### config.mk
export PLATFORM = sky130hd
export DESIGN_NAME = ftoi_unit
export DESIGN_NICKNAME = d
export VERILOG_FILES = /design/src/design/fp_pkg.sv /design/src/design/core_pkg.sv /design/src/design/ftoi_unit.sv /design/src/design/ftoi_convert.sv /design/src/design/ftoi_station.sv
export VERILOG_INCLUDE_DIRS = /design/src /design/src/design
export SDC_FILE = /design/constraint.sdc
export NUM_CORES = 1
export LEC_CHECK = 0
export BUFFER_PORTS_ARGS = -buffer_cell sky130_fd_sc_hd__buf_2
export CORE_ASPECT_RATIO = 1.75
export CORE_MARGIN = 4
export CORE_UTILIZATION = 33
export DETAILED_ROUTE_END_ITERATION = 12
export GPL_ROUTABILITY_DRIVEN = 0
export GPL_TIMING_DRIVEN = 0
export PLACE_DENSITY = 0.52
export SYNTH_ARGS = -nofsm -noshare
export SYNTH_HDL_FRONTEND = slang
export SYNTH_SLANG_ARGS = --single-unit
### constraint.sdc
create_clock -name clk -period 5.1 [get_ports clk]
set_input_delay 0.51 -clock clk [delete_from_list [all_inputs] [get_ports clk]]
set_output_delay 0.51 -clock clk [all_outputs]
set_load 0.05 [all_outputs]
### src/design/ftoi_consts.svh
`ifndef FTOI_CONSTS_SVH
`define FTOI_CONSTS_SVH

// reorder-buffer tag width.
`define FTOI_ROB_WIDTH 4

// reservation station depth of 2 or more.
`define FTOI_N_ENTRY 2

`endif
### src/design/fp_pkg.sv
package fp_pkg;

	localparam int FP32_EXP_W = 8;
	localparam int FP32_MANT_W = 23;

	// ieee-754 single precision fields.
	typedef struct packed {
		logic sign;
		logic [FP32_EXP_W-1:0] exp;
		logic [FP32_MANT_W-1:0] mant;
	} fp32_fields_t;

	// same word moved as raw bits or decoded as fields.
	typedef union packed {
		logic [31:0] raw;
		fp32_fields_t f;
	} fp32_u;

endpackage

### src/design/core_pkg.sv
`include "ftoi_consts.svh"

package core_pkg;

	typedef logic [`FTOI_ROB_WIDTH-1:0] rob_tag_t;

	// one broadcast on a common data bus.
	typedef struct packed {
		logic valid;
		rob_tag_t tag;
		logic [31:0] data;
	} cdb_t;

	typedef struct packed {
		logic ready;       // data present.
		rob_tag_t tag;     // producer while not ready.
		logic [31:0] data;
	} opd_t;

	typedef struct packed {
		rob_tag_t dest;
		opd_t opd;
	} ftoi_issue_t;

	// cdb payload without the valid bit.
	typedef struct packed {
		rob_tag_t tag;
		logic [31:0] data;
	} result_t;

endpackage

### src/design/ftoi_unit.sv
`timescale 1ns/10ps

module ftoi_unit (
	input logic clk,
	input logic reset,
	input logic issue_valid,
	output logic issue_ready,
	input core_pkg::ftoi_issue_t issue,
	input core_pkg::cdb_t fpr_cdb,
	output logic gpr_cdb_valid,
	input logic gpr_cdb_ready,
	output core_pkg::result_t gpr_cdb
);
	// station to converter.
	logic disp_valid;
	logic disp_ready;
	core_pkg::result_t disp;

	ftoi_station ftoi_station_inst (
		.clk(clk),
		.reset(reset),
		.issue_valid(issue_valid),
		.issue_ready(issue_ready),
		.issue(issue),
		.fpr_cdb(fpr_cdb),
		.disp_valid(disp_valid),
		.disp_ready(disp_ready),
		.disp(disp)
	);

	ftoi_convert ftoi_convert_inst (
		.clk(clk),
		.reset(reset),
		.disp_valid(disp_valid),
		.disp_ready(disp_ready),
		.disp(disp),
		.gpr_cdb_valid(gpr_cdb_valid),
		.gpr_cdb_ready(gpr_cdb_ready),
		.gpr_cdb(gpr_cdb)
	);

endmodule

### src/design/ftoi_convert.sv
`timescale 1ns/10ps

module ftoi_convert (
	input logic clk,
	input logic reset,
	input logic disp_valid,
	output logic disp_ready,
	input core_pkg::result_t disp,
	output logic gpr_cdb_valid,
	input logic gpr_cdb_ready,
	output core_pkg::result_t gpr_cdb
);
	localparam int FRAC_W = 32; // fraction bits of the aligned value.
	localparam logic signed [9:0] BIAS = 10'sd127;
	localparam logic signed [9:0] ALIGN_OFS = 10'(FRAC_W - fp_pkg::FP32_MANT_W);
	localparam logic signed [9:0] MIN_EXP = -ALIGN_OFS;
	localparam logic signed [9:0] SAT_EXP = 10'sd31;
	localparam logic [31:0] INT_MAX = 32'h7fff_ffff;
	localparam logic [31:0] INT_MIN = 32'h8000_0000;

	// aligned magnitude with rounding bits.
	typedef struct packed {
		core_pkg::rob_tag_t tag;
		logic sign;
		logic nan;
		logic sat;           // infinity or |x| >= 2^31.
		logic [31:0] mag;
		logic guard;
		logic sticky;
	} align_t;

	fp_pkg::fp32_u word;
	logic signed [9:0] uexp;
	logic [23:0] sig;
	logic [5:0] shamt;
	logic [2*FRAC_W-1:0] fixed;
	align_t s1_in;
	align_t s1;
	logic s1_valid;

	logic round_up;
	logic [31:0] mag_r;
	core_pkg::result_t s2_in;
	core_pkg::result_t s2;
	logic s2_valid;

	core_pkg::result_t hold;
	logic hold_valid;

	logic take;
	logic s2_go;
	logic s2_free;
	logic s1_go;

	assign word.raw = disp.data;

	// stage 1 classifies and aligns.
	always_comb begin
		sig = {word.f.exp != 8'd0, word.f.mant}; // denormals read as zero.
		uexp = $signed({2'b00, word.f.exp}) - BIAS;
		shamt = 6'(uexp + ALIGN_OFS);
		fixed = (2*FRAC_W)'(sig) << shamt;
		s1_in.tag = disp.tag;
		s1_in.sign = word.f.sign;
		s1_in.nan = (word.f.exp == 8'hff) && (word.f.mant != '0);
		s1_in.sat = !s1_in.nan && (uexp >= SAT_EXP);
		if (uexp < MIN_EXP) begin
			s1_in.mag = '0; // below 2^-9.
			s1_in.guard = 1'b0;
			s1_in.sticky = |sig;
		end else begin
			s1_in.mag = fixed[2*FRAC_W-1:FRAC_W];
			s1_in.guard = fixed[FRAC_W-1];
			s1_in.sticky = |fixed[FRAC_W-2:0];
		end
	end

	// stage 2 rounds to nearest even, applies the sign and saturates.
	always_comb begin
		round_up = s1.guard && (s1.sticky || s1.mag[0]);
		mag_r = s1.mag + 32'(round_up);
		s2_in.tag = s1.tag;
		if (s1.nan) begin
			s2_in.data = INT_MAX;
		end else if (s1.sat) begin
			s2_in.data = s1.sign ? INT_MIN : INT_MAX;
		end else begin
			s2_in.data = s1.sign ? -mag_r : mag_r;
		end
	end

	// hold slot is older than s2 and drives the bus first.
	assign gpr_cdb_valid = hold_valid || s2_valid;
	assign gpr_cdb = hold_valid ? hold : s2;
	assign take = gpr_cdb_valid && gpr_cdb_ready;

	assign s2_go = s2_valid && (!hold_valid || take);
	assign s2_free = !s2_valid || s2_go;
	assign s1_go = s1_valid && s2_free;
	assign disp_ready = !s1_valid || s1_go;

	always_ff @(posedge clk) begin
		if (reset) begin
			s1_valid <= 1'b0;
			s2_valid <= 1'b0;
			hold_valid <= 1'b0;
		end else begin
			if (disp_ready) begin
				s1_valid <= disp_valid;
			end
			if (s2_free) begin
				s2_valid <= s1_valid;
			end
			if (hold_valid) begin
				if (take) begin
					hold_valid <= s2_valid;
				end
			end else begin
				hold_valid <= s2_valid && !gpr_cdb_ready; // park stalled s2.
			end
		end
	end

	always_ff @(posedge clk) begin
		if (disp_ready) begin
			s1 <= s1_in;
		end
		if (s2_free) begin
			s2 <= s2_in;
		end
		if (!hold_valid || take) begin
			hold <= s2;
		end
	end

endmodule

### src/design/ftoi_station.sv
`timescale 1ns/10ps
`include "ftoi_consts.svh"

module ftoi_station (
	input logic clk,
	input logic reset,
	input logic issue_valid,
	output logic issue_ready,
	input core_pkg::ftoi_issue_t issue,
	input core_pkg::cdb_t fpr_cdb,
	output logic disp_valid,
	input logic disp_ready,
	output core_pkg::result_t disp
);
	localparam int N = `FTOI_N_ENTRY;
	localparam int SEL_W = $clog2(N);

	// entries kept oldest first, compacted towards index 0.
	logic [N-1:0] ent_valid;
	core_pkg::ftoi_issue_t ent [N];

	// stored entries after cdb capture with slot N always empty.
	logic [N:0] woken_valid;
	core_pkg::ftoi_issue_t woken [N+1];

	core_pkg::ftoi_issue_t arriving;
	logic [N-1:0] ent_valid_next;
	core_pkg::ftoi_issue_t ent_next [N];

	logic [SEL_W-1:0] sel;
	logic dispatch;
	logic accept;

	// capture a broadcast for an operand still waiting on it.
	function automatic core_pkg::opd_t wake(input core_pkg::opd_t opd,
		input core_pkg::cdb_t cdb);
		core_pkg::opd_t res;
		res = opd;
		if (!opd.ready && cdb.valid && cdb.tag == opd.tag) begin
			res.ready = 1'b1;
			res.data = cdb.data;
		end
		return res;
	endfunction

	always_comb begin
		arriving = issue;
		arriving.opd = wake(issue.opd, fpr_cdb); // same-cycle broadcast.
	end

	always_comb begin
		for (int i = 0; i < N; i++) begin
			woken_valid[i] = ent_valid[i];
			woken[i] = ent[i];
			woken[i].opd = wake(ent[i].opd, fpr_cdb);
		end
		woken_valid[N] = 1'b0;
		woken[N] = '0;
	end

	// oldest entry whose operand was ready at the last edge.
	always_comb begin
		disp_valid = 1'b0;
		sel = '0;
		for (int i = N - 1; i >= 0; i--) begin
			if (ent_valid[i] && ent[i].opd.ready) begin
				disp_valid = 1'b1;
				sel = SEL_W'(i);
			end
		end
	end

	assign disp.tag = ent[sel].dest;
	assign disp.data = ent[sel].opd.data;

	assign dispatch = disp_valid && disp_ready;
	assign issue_ready = !ent_valid[N-1] || dispatch;
	assign accept = issue_valid && issue_ready;

	// close the gap left by dispatch, then append behind the survivors.
	always_comb begin
		logic placed;
		placed = 1'b0;
		for (int i = 0; i < N; i++) begin
			if (dispatch && i >= int'(sel)) begin
				ent_valid_next[i] = woken_valid[i+1];
				ent_next[i] = woken[i+1];
			end else begin
				ent_valid_next[i] = woken_valid[i];
				ent_next[i] = woken[i];
			end
			if (!ent_valid_next[i] && accept && !placed) begin
				ent_valid_next[i] = 1'b1;
				ent_next[i] = arriving;
				placed = 1'b1;
			end
		end
	end

	always_ff @(posedge clk) begin
		if (reset) begin
			ent_valid <= '0;
		end else begin
			ent_valid <= ent_valid_next;
		end
	end

	always_ff @(posedge clk) begin
		for (int i = 0; i < N; i++) begin
			ent[i] <= ent_next[i];
		end
	end

endmodule

=== Word level (Yosys, flattened, before mapping) ===
Memories as Yosys holds them, arrays and structs flattened.
Cells that the tools add are included.

* Order comparisons: 3
* Shift operators: 1
* Multiplexer cells: 25
* Add/subtract/negate cells: 4
* Equality and inequality tests: 4
* Reductions and logical operators: 43

{| class="wikitable"
|+ Operator list
! cell !! number
|-
| two-way mux 32 bit || 6
|-
| two-way mux 41 bit || 4
|-
| left shift 24 x 6 -> 64 bit || 1
|-
| two-way mux 36 bit || 1
|-
| adder 32 x 1 -> 32 bit || 1
|-
| negator 32 bit || 1
|-
| OR reduction 31 bit || 1
|-
| OR reduction 24 bit || 1
|-
| nonzero test 23 bit || 1
|-
| logical AND 1 bit || 21
|-
| two-way mux 1 bit || 14
|-
| equality test 4 bit || 3
|-
| logical NOT 1 bit || 12
|-
| >= comparator 9 x 6 -> 1 bit (second input constant) || 1
|-
| less-than comparator 9 x 5 -> 1 bit (second input constant) || 1
|-
| subtractor 8 x 7 -> 9 bit (second input constant) || 1
|-
| equality test 8 bit (second input constant) || 1
|-
| nonzero test 8 bit || 1
|-
| adder 6 x 5 -> 6 bit (second input constant) || 1
|-
| logical OR 1 bit || 6
|-
| >= comparator 1 bit (first input constant) || 1
|}

* Bits in registers: 118
* Memories kept: 1
* Logic and storage cells: 96
* Bits in writable memories: 82

{| class="wikitable"
|+ Memories
! memory !! words !! width !! rd ports !! clocked after Yosys merged registers in !! wr ports !! RTL line !! RTL
|-
| ftoi_station_inst.ent || 2 || 41 || 3 || 0 || 2 || ftoi_station.sv:20 || <nowiki>core_pkg::ftoi_issue_t ent [N];</nowiki>
|}

=== Longest topological paths before layout ===
Gate-level depths: netlist of the first run.

* Word-level depth: 16
* Gate-level depth with buffers: 19
* Depth with buffers taken out: 13

=== By module ===
A second synthesis of the first run with hierarchy kept.

* Cell total of the unflattened synthesis: 1417
* Area, all modules: 13635.6 sq um

{| class="wikitable"
|+ Modules (own cells, without submodules)
! module !! instances !! area each (sq um) !! seq. area each (sq um) !! cells an instance
|-
| ftoi_convert || 1 || 8844.7 || 3453.3 || 945
|-
| ftoi_station || 1 || 4790.8 || 2162.1 || 472
|}

=== Least setup slack after synthesis of the first run ===
No wires, ideal clock.

* Kind: register -> register
* Start point: reg ftoi_station_inst.ent_valid[0]
* End point: reg ftoi_convert_inst.s1[0] (netlist bit), data pin
* Cell stages (with the launch flop): 19
* Period minus slack after synthesis: 4174 ps
* Required time: 4823 ps
* Arrival: 3897 ps
* Setup time: 277 ps
* Buffers on the path: 5
* Path slack: 926 ps
* Path through: dfxtp_1 > and2_1 > buf_2 > buf_2 > buf_1 > nor3_1 > a21o_1 > ha_1 > buf_2 > nor2b_1 > o211ai_1 > mux2i_1 > or3_1 > clkbuf_2 > nand2_1 > mux2_2 > or4_1 > nor4_1 > a41oi_1

{| class="wikitable"
|+ RTL lines
! element !! RTL line !! RTL
|-
| from (decl) || ftoi_station.sv:19 || <nowiki>logic [N-1:0] ent_valid;</nowiki>
|-
| from (signal assigned) || ftoi_station.sv:104 || <nowiki>ent_valid <= ent_valid_next;</nowiki>
|-
| to (signal assigned) || ftoi_convert.sv:126 || <nowiki>s1 <= s1_in;</nowiki>
|-
| to (decl) || ftoi_convert.sv:38 || <nowiki>align_t s1;</nowiki>
|}

==> out/metrics.cfg, run 1 <==
[run_status]
status = completed

[grt]
grt_start_max_net_pins = 39
track_usage_pct = 21.5
grt_pass1_wl_um = 76700
grt_antenna_before_repair = 0
gr-total-overflow = 0
grt_pass1_vias = 13100

[timing]
fmax_ghz = 0.204
setup_viol = 0
final.min_clock_period_ps = 4890
fin_tns_setup_ps = 0
final-hold-violation-count = 0
finClkSkew_ps = 15.4
min_period_over_period_pct = 96.0
slew-limit-headroom_pct = 9.40
worstMarginPinSlew_ps = 1340
finalMaxSlewViolations = 0

[clock_network]
cts_buffers = 17
cts.clk_slew.worst_paths_ps = 80
clock-sinks = 200
cts_max_path_buffers = 2
clk-insertion-delay-late_ps = 480
cts_root_buf = clkbuf_16
ctsHtreeMaxLevel = 4
cts_tree = done

[floorplanning]
die_y_um = 281
io_pins = 120
die_w_um = 164
die_area_mm2 = 0.0462
initial_core_util_pct = 33.2
rows = 100
design.core.area_mm2 = 0.0424

[critical_path]
cp_slowest_cell = mux2_2
cp.required_ps = 5300
crit_family = simple AND/OR/NAND/NOR gates
arrival_ps = 5090
worstPathBufferInverterCount = 5
path_class = reg -> reg
slowest_delay_ps = 420
critical_path.max_fanout = 10
crit_path_end_kind = flop
crit_chain = and2_1 -> clkbuf_4 -> nand2_8 -> clkbuf_4 -> buf_2 -> a21o_1 -> ha_1 -> buf_2 -> nor2b_1 -> o211ai_1 -> mux2i_2 -> or3_1 -> clkbuf_2 -> nand2_2 -> mux2_2 -> or4_1 -> nor4_1 -> a41oi_1
start_kind = flop

[place]
dpl-instance-area_mm2 = 0.0154
port_buffers = 119
dpl.hpwl_um = 39400

[synthesis]
synth_ff_type = edfxtp_1
synth_nets = 1580
ys_seq_area_share_pct = 39.8
synth_area_mm2 = 0.0141
ys_types = 89
syn_inst = 1490
async_reset_ff_share_pct = 0
ys_seq_elements = 200
syn_area_per_cell_um2 = 9.46
yosysWarningCount = 0
synth_edf_count = 161

[routing]
drt-total-wl_um = 50400
drt-pass1-iter-count = 6
ant_nets = 0
wire_per_inst_um = 22.8
drt_iter0_drc = 904
vias = 13000
viasPerCell = 5.89
drc_errors = 0

[finish]
design_area_mm2 = 0.0162
nets = 1722
area_growth_syn_to_layout_pct = 14.6
layout-drive-gt1-share_pct = 21.0
antennaDiodeCount = 0

[run]
maxCapViolations = 0

[pwr]
ir_drop_mv = 0.272
leakagePower_nw = 6.35
p_per_area_mw_per_mm2 = 631

[worst_hold_path]
hold_path.class = in -> reg

[through the flow]
step / hold slack, ps / utilization, % / setup slack, ps / instances / power, mW
final: 260 / 38.1 / 206 / 2206 / 10.2
after global routing: 274 / 38.1 / -53.5 / 2206 / 10.8
after CTS: 252 / 37.9 / 16.1 / 2202 / 9.99
after detailed placement: 408 / 36.4 / -639 / 2173 / 8.53
after global placement: 403 / 36.3 / -880 / 2170 / 8.49
after floorplan: 400 / - / 926 / 1490 / 6.84
[registers in the layout, summed over array words and instances (netlist names)]
register and count:
ftoi_convert_inst.hold_valid 1, ftoi_convert_inst.s1 41, ftoi_station_inst.ent_valid 2, ftoi_station_inst.ent 82, ftoi_convert_inst.s2_valid 1, ftoi_convert_inst.s1_valid 1, ftoi_convert_inst.s2 36, ftoi_convert_inst.hold 36
[layout make-up]
type	instances	area (um2)
plain buffers	115	492
clock buffers	18	439
clock inverters	14	148
fillers	4300	26300
inverters	31	116
multi-input cells	1140	7970
flip-flops and latches	200	5620
well taps	561	702
repair buffers	127	668
[cell usage in the layout, fill, tap and decap left out, types with 11 or more instances in the layout]
cell       instances
and3_1            55
a211oi_1          20
a21oi_1           66
buf_1             14
clkbuf_1          72
edfxtp_1         161
xor2_1            26
nand3_1           89
nand4_1           31
nor2b_1           11
o21ai_0           91
mux2_2           105
nand2_1           94
o22ai_1           15
buf_2            133
xnor2_1           26
nor3_1            42
nor4_1            31
mux2i_1           74
or4_1             15
or3_1             13
a221o_1           32
inv_1             30
clkbuf_16         17
o211ai_1          20
nor2_1            85
dfxtp_1           36
[Yosys cell counts (26+ instances only)]
library cell / number / area share (%)
a21oi_1: 66 / 2.3
a221o_1: 32 / 2.3
and3_1: 55 / 2.4
clkbuf_1: 79 / 2.1
dfxtp_1: 39 / 5.5
edfxtp_1: 161 / 34
inv_1: 31 / 0.83
mux2_2: 105 / 8.4
mux2i_1: 77 / 5.5
nand2_1: 99 / 2.6
nand3_1: 89 / 3.2
nand4_1: 31 / 1.4
nor2_1: 86 / 2.3
nor3_1: 44 / 1.6
nor4_1: 31 / 1.4
o21ai_0: 93 / 3.3
xnor2_1: 27 / 1.7
xor2_1: 26 / 1.6
[kinds of logic after synthesis]
kind of cell / synth area share [%]
muxes: 14.2
xor gates and xnor gates: 3.29
and+or+nand+nor: 20.0
AOI/OAI and AO/OA: 17.7
DFF: 39.8
buffers and inverters: 4.27
adders and majority gates: 0.710
[where the power goes]
part	switching [mW]	internal (mW)	leakage [nW]
clock	0.722	0.671	0.289
combinational	3.74	1.99	4.00
sequential	0.494	2.57	2.06
[routing by layer]
layer / routed length, um / vias up / GRT usage (%)
li1: - / 6043 / -
met1: 17100 / 6131 / 20.7
met2: 26900 / 595 / 41.0
met3: 2400 / 217 / 3.04
met4: 3980 / 0 / 15.5
met5: 0 / - / 0
[worst register-to-register path, stage by stage (launching register included)]
cell and delay, ps:
dfxtp_2 410, and2_1 140, clkbuf_4 250, nand2_8 130, clkbuf_4 270, buf_2 220, a21o_1 280, ha_1 200
buf_2 180, nor2b_1 170, o211ai_1 240, mux2i_2 160, or3_1 380, clkbuf_2 170, nand2_2 150, mux2_2 420
or4_1 420, nor4_1 240, a41oi_1 170
[path summary, 6_finish.rpt]
path	from	to	slack [ps]	cells after the start
hold / removal	reset	ftoi_station_inst.ent_valid[1]$_SDFF_PP0_	260	2
setup reg to reg	ftoi_station_inst.ent[1][36]$_DFF_P_	ftoi_convert_inst.s1[0]$_DFFE_PN_	210	18
setup / recovery	ftoi_station_inst.ent[1][36]$_DFF_P_	ftoi_convert_inst.s1[0]$_DFFE_PN_	210	18
hold reg to reg	ftoi_convert_inst.s1[38]$_DFFE_PN_	ftoi_convert_inst.s2[33]$_DFFE_PP_	420	0
[timing repair]
item,4_1_cts,5_1_grt
pin swaps,1,2
gates cloned,0,0
setup endpoints to repair,31,22
resized for setup,11,26
hold buffers,0,0
setup buffers,0,5
(Power assumes the default switching activity.)
==> run 2, diff against run 1 <==
ABC_CLOCK_PERIOD_IN_PS = 5100   (was unset)
CORE_ASPECT_RATIO = 0.7   (was 1.75)
MAX_ROUTING_LAYER = met4   (was unset)
==> run 2 against run 1 <==
Compared with the run above:
- hold slack better by 43 ps
- register-to-register slack about the same
- combinational power down 2%
- design area down 0.17%
- sequential share of layout area up 0.067 points
- clock-buffer cell count down 1
- core utilization up 0.084 points
- routed wire length down 3.8%
- cell count down 0.63%
- maximum frequency down 0.25%
- global-route usage down 0.44 points
- critical path depth down 2
- critical path type unchanged
==> out/metrics.cfg, run 2 (synthesized netlist as in run 1, its figures left out) <==
[run_status]
status = completed

[finish]
stdcell_count = 2192  ; -0.63%
design_area_mm2 = 0.0161  ; -0.17%
final_cell_mix = edfxtp_1 (161), buf_2 (130), mux2_2 (105), nand2_1 (94), o21ai_0 (91)
final_core_util_pct = 38.2  ; +0.084 points
antennaDiodeCount = 0  ; unchanged
layout_commonest_cell = edfxtp_1
top_register = ftoi_station_inst.ent
num-fill-cells = 4259  ; -0.95%
largest_registers = ftoi_station_inst.ent: 82 flops, ftoi_convert_inst.s1: 41 flops
area_growth_syn_to_layout_pct = 14.4
largest_reg_flops = 82  ; unchanged
nets = 1717  ; -0.29%
layout-drive-gt1-share_pct = 20.7  ; -0.36 points

[critical_path]
start_kind = flop
cp.required_ps = 5270  ; -30 ps
cp_slowest_cell = clkbuf_1
slowest_delay_ps = 520  ; +100 ps
arrival_ps = 5080  ; about the same
critical_path.max_fanout = 10  ; unchanged
crit_path_end_kind = flop
crit_chain = nand2_1 -> nor2_1 -> clkbuf_1 -> mux2_2 -> ha_1 -> nand2_1 -> xor2_1 -> mux2i_1 -> nor3_1 -> nor2_1 -> buf_2 -> buf_2 -> a211oi_1 -> nor2_1 -> nor4_2 -> a41oi_1
path_class = reg -> reg
critPathMostFrequentCell = nor2_1
reg2regPathDepth = 16  ; -2

[routing]
viasPerCell = 6.01  ; +2.1%
vias = 13200  ; +1.5%
drt_iter0_drc = 1557  ; +72%
drc_errors = 0  ; unchanged
wire_per_inst_um = 22.1  ; -3.2%
drt-total-wl_um = 48500  ; -3.8%
ant_nets = 0  ; unchanged
drt-pass1-iter-count = 7  ; +1

[clock_network]
clock-sinks = 200  ; unchanged
ctsHoldBuffers = 0  ; unchanged
cts_tree = done
ctsHtreeMaxLevel = 4  ; unchanged
cts_root_buf = clkbuf_16
cts.clk_slew.worst_paths_ps = 90  ; about the same
clk-insertion-delay-late_ps = 480  ; about the same
cts_buffers = 17  ; unchanged
cts_max_path_buffers = 2  ; unchanged

[run]
maxCapViolations = 0  ; unchanged

[timing]
holdWs_ps = 303  ; +43.2 ps
finClkSkew_ps = 23.2  ; +7.84 ps
slew-limit-headroom_pct = 19.2  ; +9.8 points
fmax_ghz = 0.204  ; -0.25%
final.min_clock_period_ps = 4910  ; +12.1 ps
setup_slack_ps = 194  ; -12.1 ps
rsz0062_at_grt = false
min_period_over_period_pct = 96.2  ; +0.24 points
final-hold-violation-count = 0  ; unchanged
setup_viol = 0  ; unchanged
worstMarginPinSlew_ps = 1200  ; -145 ps
finalMaxSlewViolations = 0  ; unchanged
fin_tns_setup_ps = 0  ; unchanged

[floorplanning]
die_w_um = 255  ; +55%
die_y_um = 181  ; -36%
io_pins = 120  ; unchanged
die_area_mm2 = 0.0462  ; -0.17%
initial_core_util_pct = 33.4  ; +0.13 points
rows = 63  ; -37%
design.core.area_mm2 = 0.0423  ; -0.39%

[grt]
track_usage_pct = 21.1  ; -0.44 points
gr-total-overflow = 0  ; unchanged
grt_pass1_vias = 12400  ; -5.8%
grt_antenna_before_repair = 0  ; unchanged
grt_pass1_wl_um = 74300  ; -3.1%
grt_start_max_net_pins = 39  ; unchanged

[pwr]
p_per_area_mw_per_mm2 = 625  ; -0.87%
leakagePower_nw = 6.33  ; -0.33%
power_mw = 10.1  ; -1.0%
ir_drop_mv = 0.321  ; +18%

[place]
port_buffers = 119  ; unchanged
dpl.hpwl_um = 37400  ; -5.1%
place_inst = 2164  ; -0.41%
dpl-instance-area_mm2 = 0.0154  ; about the same
pre_cts_ws_ps = -427  ; +212 ps

[worst_hold_path]
hold_path.class = in -> reg
hold_depth = 2  ; unchanged

[run 2: where the power goes]
group / switching, mW / leakage (nW) / internal (mW)
Clock: 0.718 / 0.279 / 0.654
Sequential: 0.517 / 2.06 / 2.58
Combinational: 3.67 / 3.99 / 1.95
Total: 4.90 / 6.33 / 5.18
[run 2: timing repair]
item,4_1_cts,5_1_grt
gates resized for setup,5,32
setup endpoints to repair,30,31
buffers inserted,0,0
pin swaps,0,1
[run 2: per-layer routing]
metal	GRT usage, %	routed length, um	vias up	share of wire, %
met5	-	0	-	0
met4	4.75	912	0	1.9
met3	6.53	5210	102	11
met2	27.4	18900	696	39
met1	31.7	23500	6354	48
li1	-	-	6029	-
[run 2: cell type report]
class / count / area, um2 / share of cell area [%]
Multi-Input combinational cell: 1140 / 7980 / 49.5
Inverter: 31 / 116 / 0.721
Sequential cell: 200 / 5620 / 34.8
Clock buffer: 17 / 425 / 2.64
Tap cell: 552 / 691 / 4.28
Buffer: 114 / 483 / 2.99
Clock inverter: 15 / 158 / 0.977
Timing Repair Buffer: 123 / 658 / 4.08
[run 2: critical path: cells and delay by family, from the launching register on]
kind	cells	cell delay, ps
buffers and inverters	3	980
XOR/XNOR	1	160
multiplexers	2	620
AND/OR/NAND/NOR	7	1720
AO/OA/AOI/OAI	2	430
adder cells (fa/ha/maj)	1	270
flip-flops	1	410
[run 2: worst paths after layout]
check                                                               end  slack (ps)                            startpoint
worst min register to register       ftoi_convert_inst.s2[34]$_DFFE_PP_         430    ftoi_convert_inst.s1[39]$_DFFE_PN_
worst max register to register        ftoi_convert_inst.s1[0]$_DFFE_PN_         190  ftoi_station_inst.ent[1][36]$_DFF_P_
worst min-delay path            ftoi_convert_inst.hold_valid$_SDFF_PP0_         300                                 reset
worst max-delay path                  ftoi_convert_inst.s1[0]$_DFFE_PN_         190  ftoi_station_inst.ent[1][36]$_DFF_P_
==> run 3, diff against run 2 <==
ABC_CLOCK_PERIOD_IN_PS = 4900   (was 5100)
CORE_MARGIN = 2   (was 4)
clock period = 4.9 ns   (was 5.1 ns; I/O delays follow)
==> run 3 against run 2 <==
Compared with the run above:
- combinational power up 4.4%
- clock power rose by 7%
- routed wire length down 0.63%
- clock-buffer cell count unchanged
- cell count barely moved
- non-clock buffer count is 2 higher
- clock skew about the same
- setup slack worse by 53 ps
- critical endpoint unchanged
- largest cell class unchanged
==> out/metrics.cfg, run 3 (synthesized netlist as in run 1, its figures left out) <==
[timing]
worstMarginPinSlew_ps = 1070  ; -125 ps
fmax_ghz = 0.210  ; +3.1%
holdWs_ps = 296  ; -7.46 ps
min_period_over_period_pct = 97.1  ; +0.93 points
finClkSkew_ps = 23.6  ; +0.443 ps
finalMaxSlewViolations = 0  ; unchanged
final.min_clock_period_ps = 4760  ; -147 ps
slew-limit-headroom_pct = 27.7  ; +8.4 points
final-hold-violation-count = 0  ; unchanged
fin_tns_setup_ps = 0  ; unchanged
rsz0062_at_grt = false
setup_viol = 0  ; unchanged

[pwr]
leakagePower_nw = 6.37  ; +0.58%
p_per_area_mw_per_mm2 = 652  ; +4.3%
ir_drop_mv = 0.311  ; -2.9%

[routing]
vias = 13100  ; -0.75%
drt_iter0_drc = 1567  ; +0.64%
drt-pass1-iter-count = 9  ; +2
drt-total-wl_um = 48200  ; -0.63%
viasPerCell = 5.96  ; -0.84%
drc_errors = 0  ; unchanged
ant_nets = 0  ; unchanged
wire_per_inst_um = 22.0  ; -0.72%

[finish]
nets = 1719  ; +0.12%
antennaDiodeCount = 0  ; unchanged
area_growth_syn_to_layout_pct = 14.8
largest_registers = ftoi_station_inst.ent: 82 flops, ftoi_convert_inst.s1: 41 flops
num-fill-cells = 4236  ; -0.54%
final_core_util_pct = 38.3  ; +0.12 points
design_area_mm2 = 0.0162  ; +0.33%
layout_commonest_cell = edfxtp_1
largest_reg_flops = 82  ; unchanged
layout-drive-gt1-share_pct = 21.2  ; +0.52 points
top_register = ftoi_station_inst.ent
stdcell_count = 2194  ; +0.091%
final_cell_mix = edfxtp_1 (161), buf_2 (129), mux2_2 (105), nand2_1 (93), o21ai_0 (91)

[floorplanning]
initial_core_util_pct = 33.4  ; unchanged
die_area_mm2 = 0.0444  ; -3.7%
io_pins = 120  ; unchanged
design.core.area_mm2 = 0.0423  ; unchanged
die_w_um = 251  ; -1.6%
rows = 63  ; unchanged
die_y_um = 177  ; -2.2%

[critical_path]
slowest_delay_ps = 500  ; -20 ps
start_kind = flop
r2r_end = ftoi_convert_inst.s1[0]$_DFFE_PN_
cp.required_ps = 5070  ; -200 ps
crit_chain = inv_1 -> clkbuf_1 -> nor3_1 -> a21o_1 -> ha_1 -> buf_2 -> nor2b_1 -> o211ai_1 -> mux2i_2 -> buf_4 -> or3_1 -> clkbuf_2 -> nand2_4 -> mux2_2 -> or4_1 -> nor4_2 -> a41oi_1
crit_start = ftoi_station_inst.ent[1][23]$_DFF_P_
cp.depth = 17  ; +1
crit_path_end_kind = flop
reg2regPathDepth = 17  ; +1
critical_path.max_fanout = 10  ; unchanged
crit_family = simple AND/OR/NAND/NOR gates
cp_slowest_cell = clkbuf_1
worstPathBufferInverterCount = 5  ; +2
r2r-start = ftoi_station_inst.ent[1][23]$_DFF_P_
rrSetupSlack_ps = 140  ; -50 ps
endpoint = ftoi_convert_inst.s1[0]$_DFFE_PN_
arrival_ps = 4930  ; -150 ps
path_class = reg -> reg

[grt]
track_usage_pct = 22.3  ; +1.2 points
grt_antenna_before_repair = 0  ; unchanged
grt_pass1_vias = 12400  ; -0.049%
grt_pass1_wl_um = 74200  ; about the same
gr-total-overflow = 0  ; unchanged
grt_start_max_net_pins = 39  ; unchanged

[clock_network]
ctsHoldBuffers = 0  ; unchanged
cts_buffers = 17  ; unchanged
clk-insertion-delay-late_ps = 480  ; about the same
cts.clk_slew.worst_paths_ps = 80  ; about the same
cts_tree = done
cts_max_path_buffers = 2  ; unchanged
clock-sinks = 200  ; unchanged
cts_root_buf = clkbuf_16
ctsHtreeMaxLevel = 4  ; unchanged

[place]
dpl-instance-area_mm2 = 0.0154  ; unchanged
dpl.hpwl_um = 37100  ; -1.0%
place_inst = 2164  ; unchanged
port_buffers = 119  ; unchanged

[run_status]
status = completed

[run]
maxCapViolations = 0  ; unchanged

[worst_hold_path]
hold_path.class = in -> reg

==> run 3: cell types whose count changed in the layout (fill, tap and decap cells not counted), moves of 2 or more <==
cell / previous run / this run
clkbuf_2: 6 / 8
buf_4: 7 / 10
buf_6: 1 / 3
clkbuf_1: 74 / 71
==> run 3: worst min-delay path by stage <==
stage / start / slack, ps / to / cells past startpoint
2_1_floorplan: ftoi_convert_inst.s1[37]$_DFFE_PN_ / 400 / ftoi_convert_inst.s2[32]$_DFFE_PP_ / 0
6_report: reset / 300 / ftoi_convert_inst.hold_valid$_SDFF_PP0_ / 2
3_3_place_gp: ftoi_convert_inst.s1[37]$_DFFE_PN_ / 400 / ftoi_convert_inst.s2[32]$_DFFE_PP_ / 0
5_1_grt: reset / 290 / ftoi_convert_inst.hold_valid$_SDFF_PP0_ / 2
4_1_cts: reset / 280 / ftoi_convert_inst.hold_valid$_SDFF_PP0_ / 2
3_5_place_dp: ftoi_convert_inst.s1[38]$_DFFE_PN_ / 400 / ftoi_convert_inst.s2[33]$_DFFE_PP_ / 0
==> run 3: layer usage <==
metal | GRT usage, % | vias up | wire length [um]
li1 | - | 6041 | -
met1 | 32.8 | 6269 | 23400
met2 | 28.8 | 687 | 18400
met3 | 6.82 | 85 | 5390
met4 | 5.90 | 0 | 934
met5 | - | - | 0
==> run 3: cell type report <==
type / count / area [um2] / share of cell area, %
Multi-Input combinational cell: 1140 / 7980 / 49.3
Timing Repair Buffer: 126 / 681 / 4.21
Buffer: 113 / 495 / 3.06
Sequential cell: 200 / 5620 / 34.8
Inverter: 31 / 116 / 0.719
Tap cell: 552 / 691 / 4.27
Clock buffer: 17 / 425 / 2.63
Clock inverter: 15 / 173 / 1.07
==> run 3: worst reg2reg max path, delay by kind of cell (launching register included) <==
kind,cells,cell delay (ps)
AO/OA/AOI/OAI,3,670
adder cells (fa/ha/maj),1,200
buffers and inverters,5,1240
flip-flops,1,430
multiplexers,2,500
AND/OR/NAND/NOR,6,1440
==> run 3: repair_timing <==
item,CTS,global route
gates cloned,0,0
setup buffers,0,3
setup endpoints to repair,33,32
pin swaps,0,1
resized for setup,17,32
==> run 3: through the flow <==
stage,power [mW],worst slack [ps]
floorplan,7.12,726
global placement,8.78,-953
detailed placement,8.80,-633
CTS,10.3,32.4
global route,11.1,3.76
finish,10.6,141
==> run 3: where the power goes <==
part	switching, mW	total [mW]	internal, mW	leakage, nW
combinational	3.81	5.87	2.05	4.02
sequential	0.537	3.22	2.68	2.06
clock	0.777	1.47	0.692	0.286
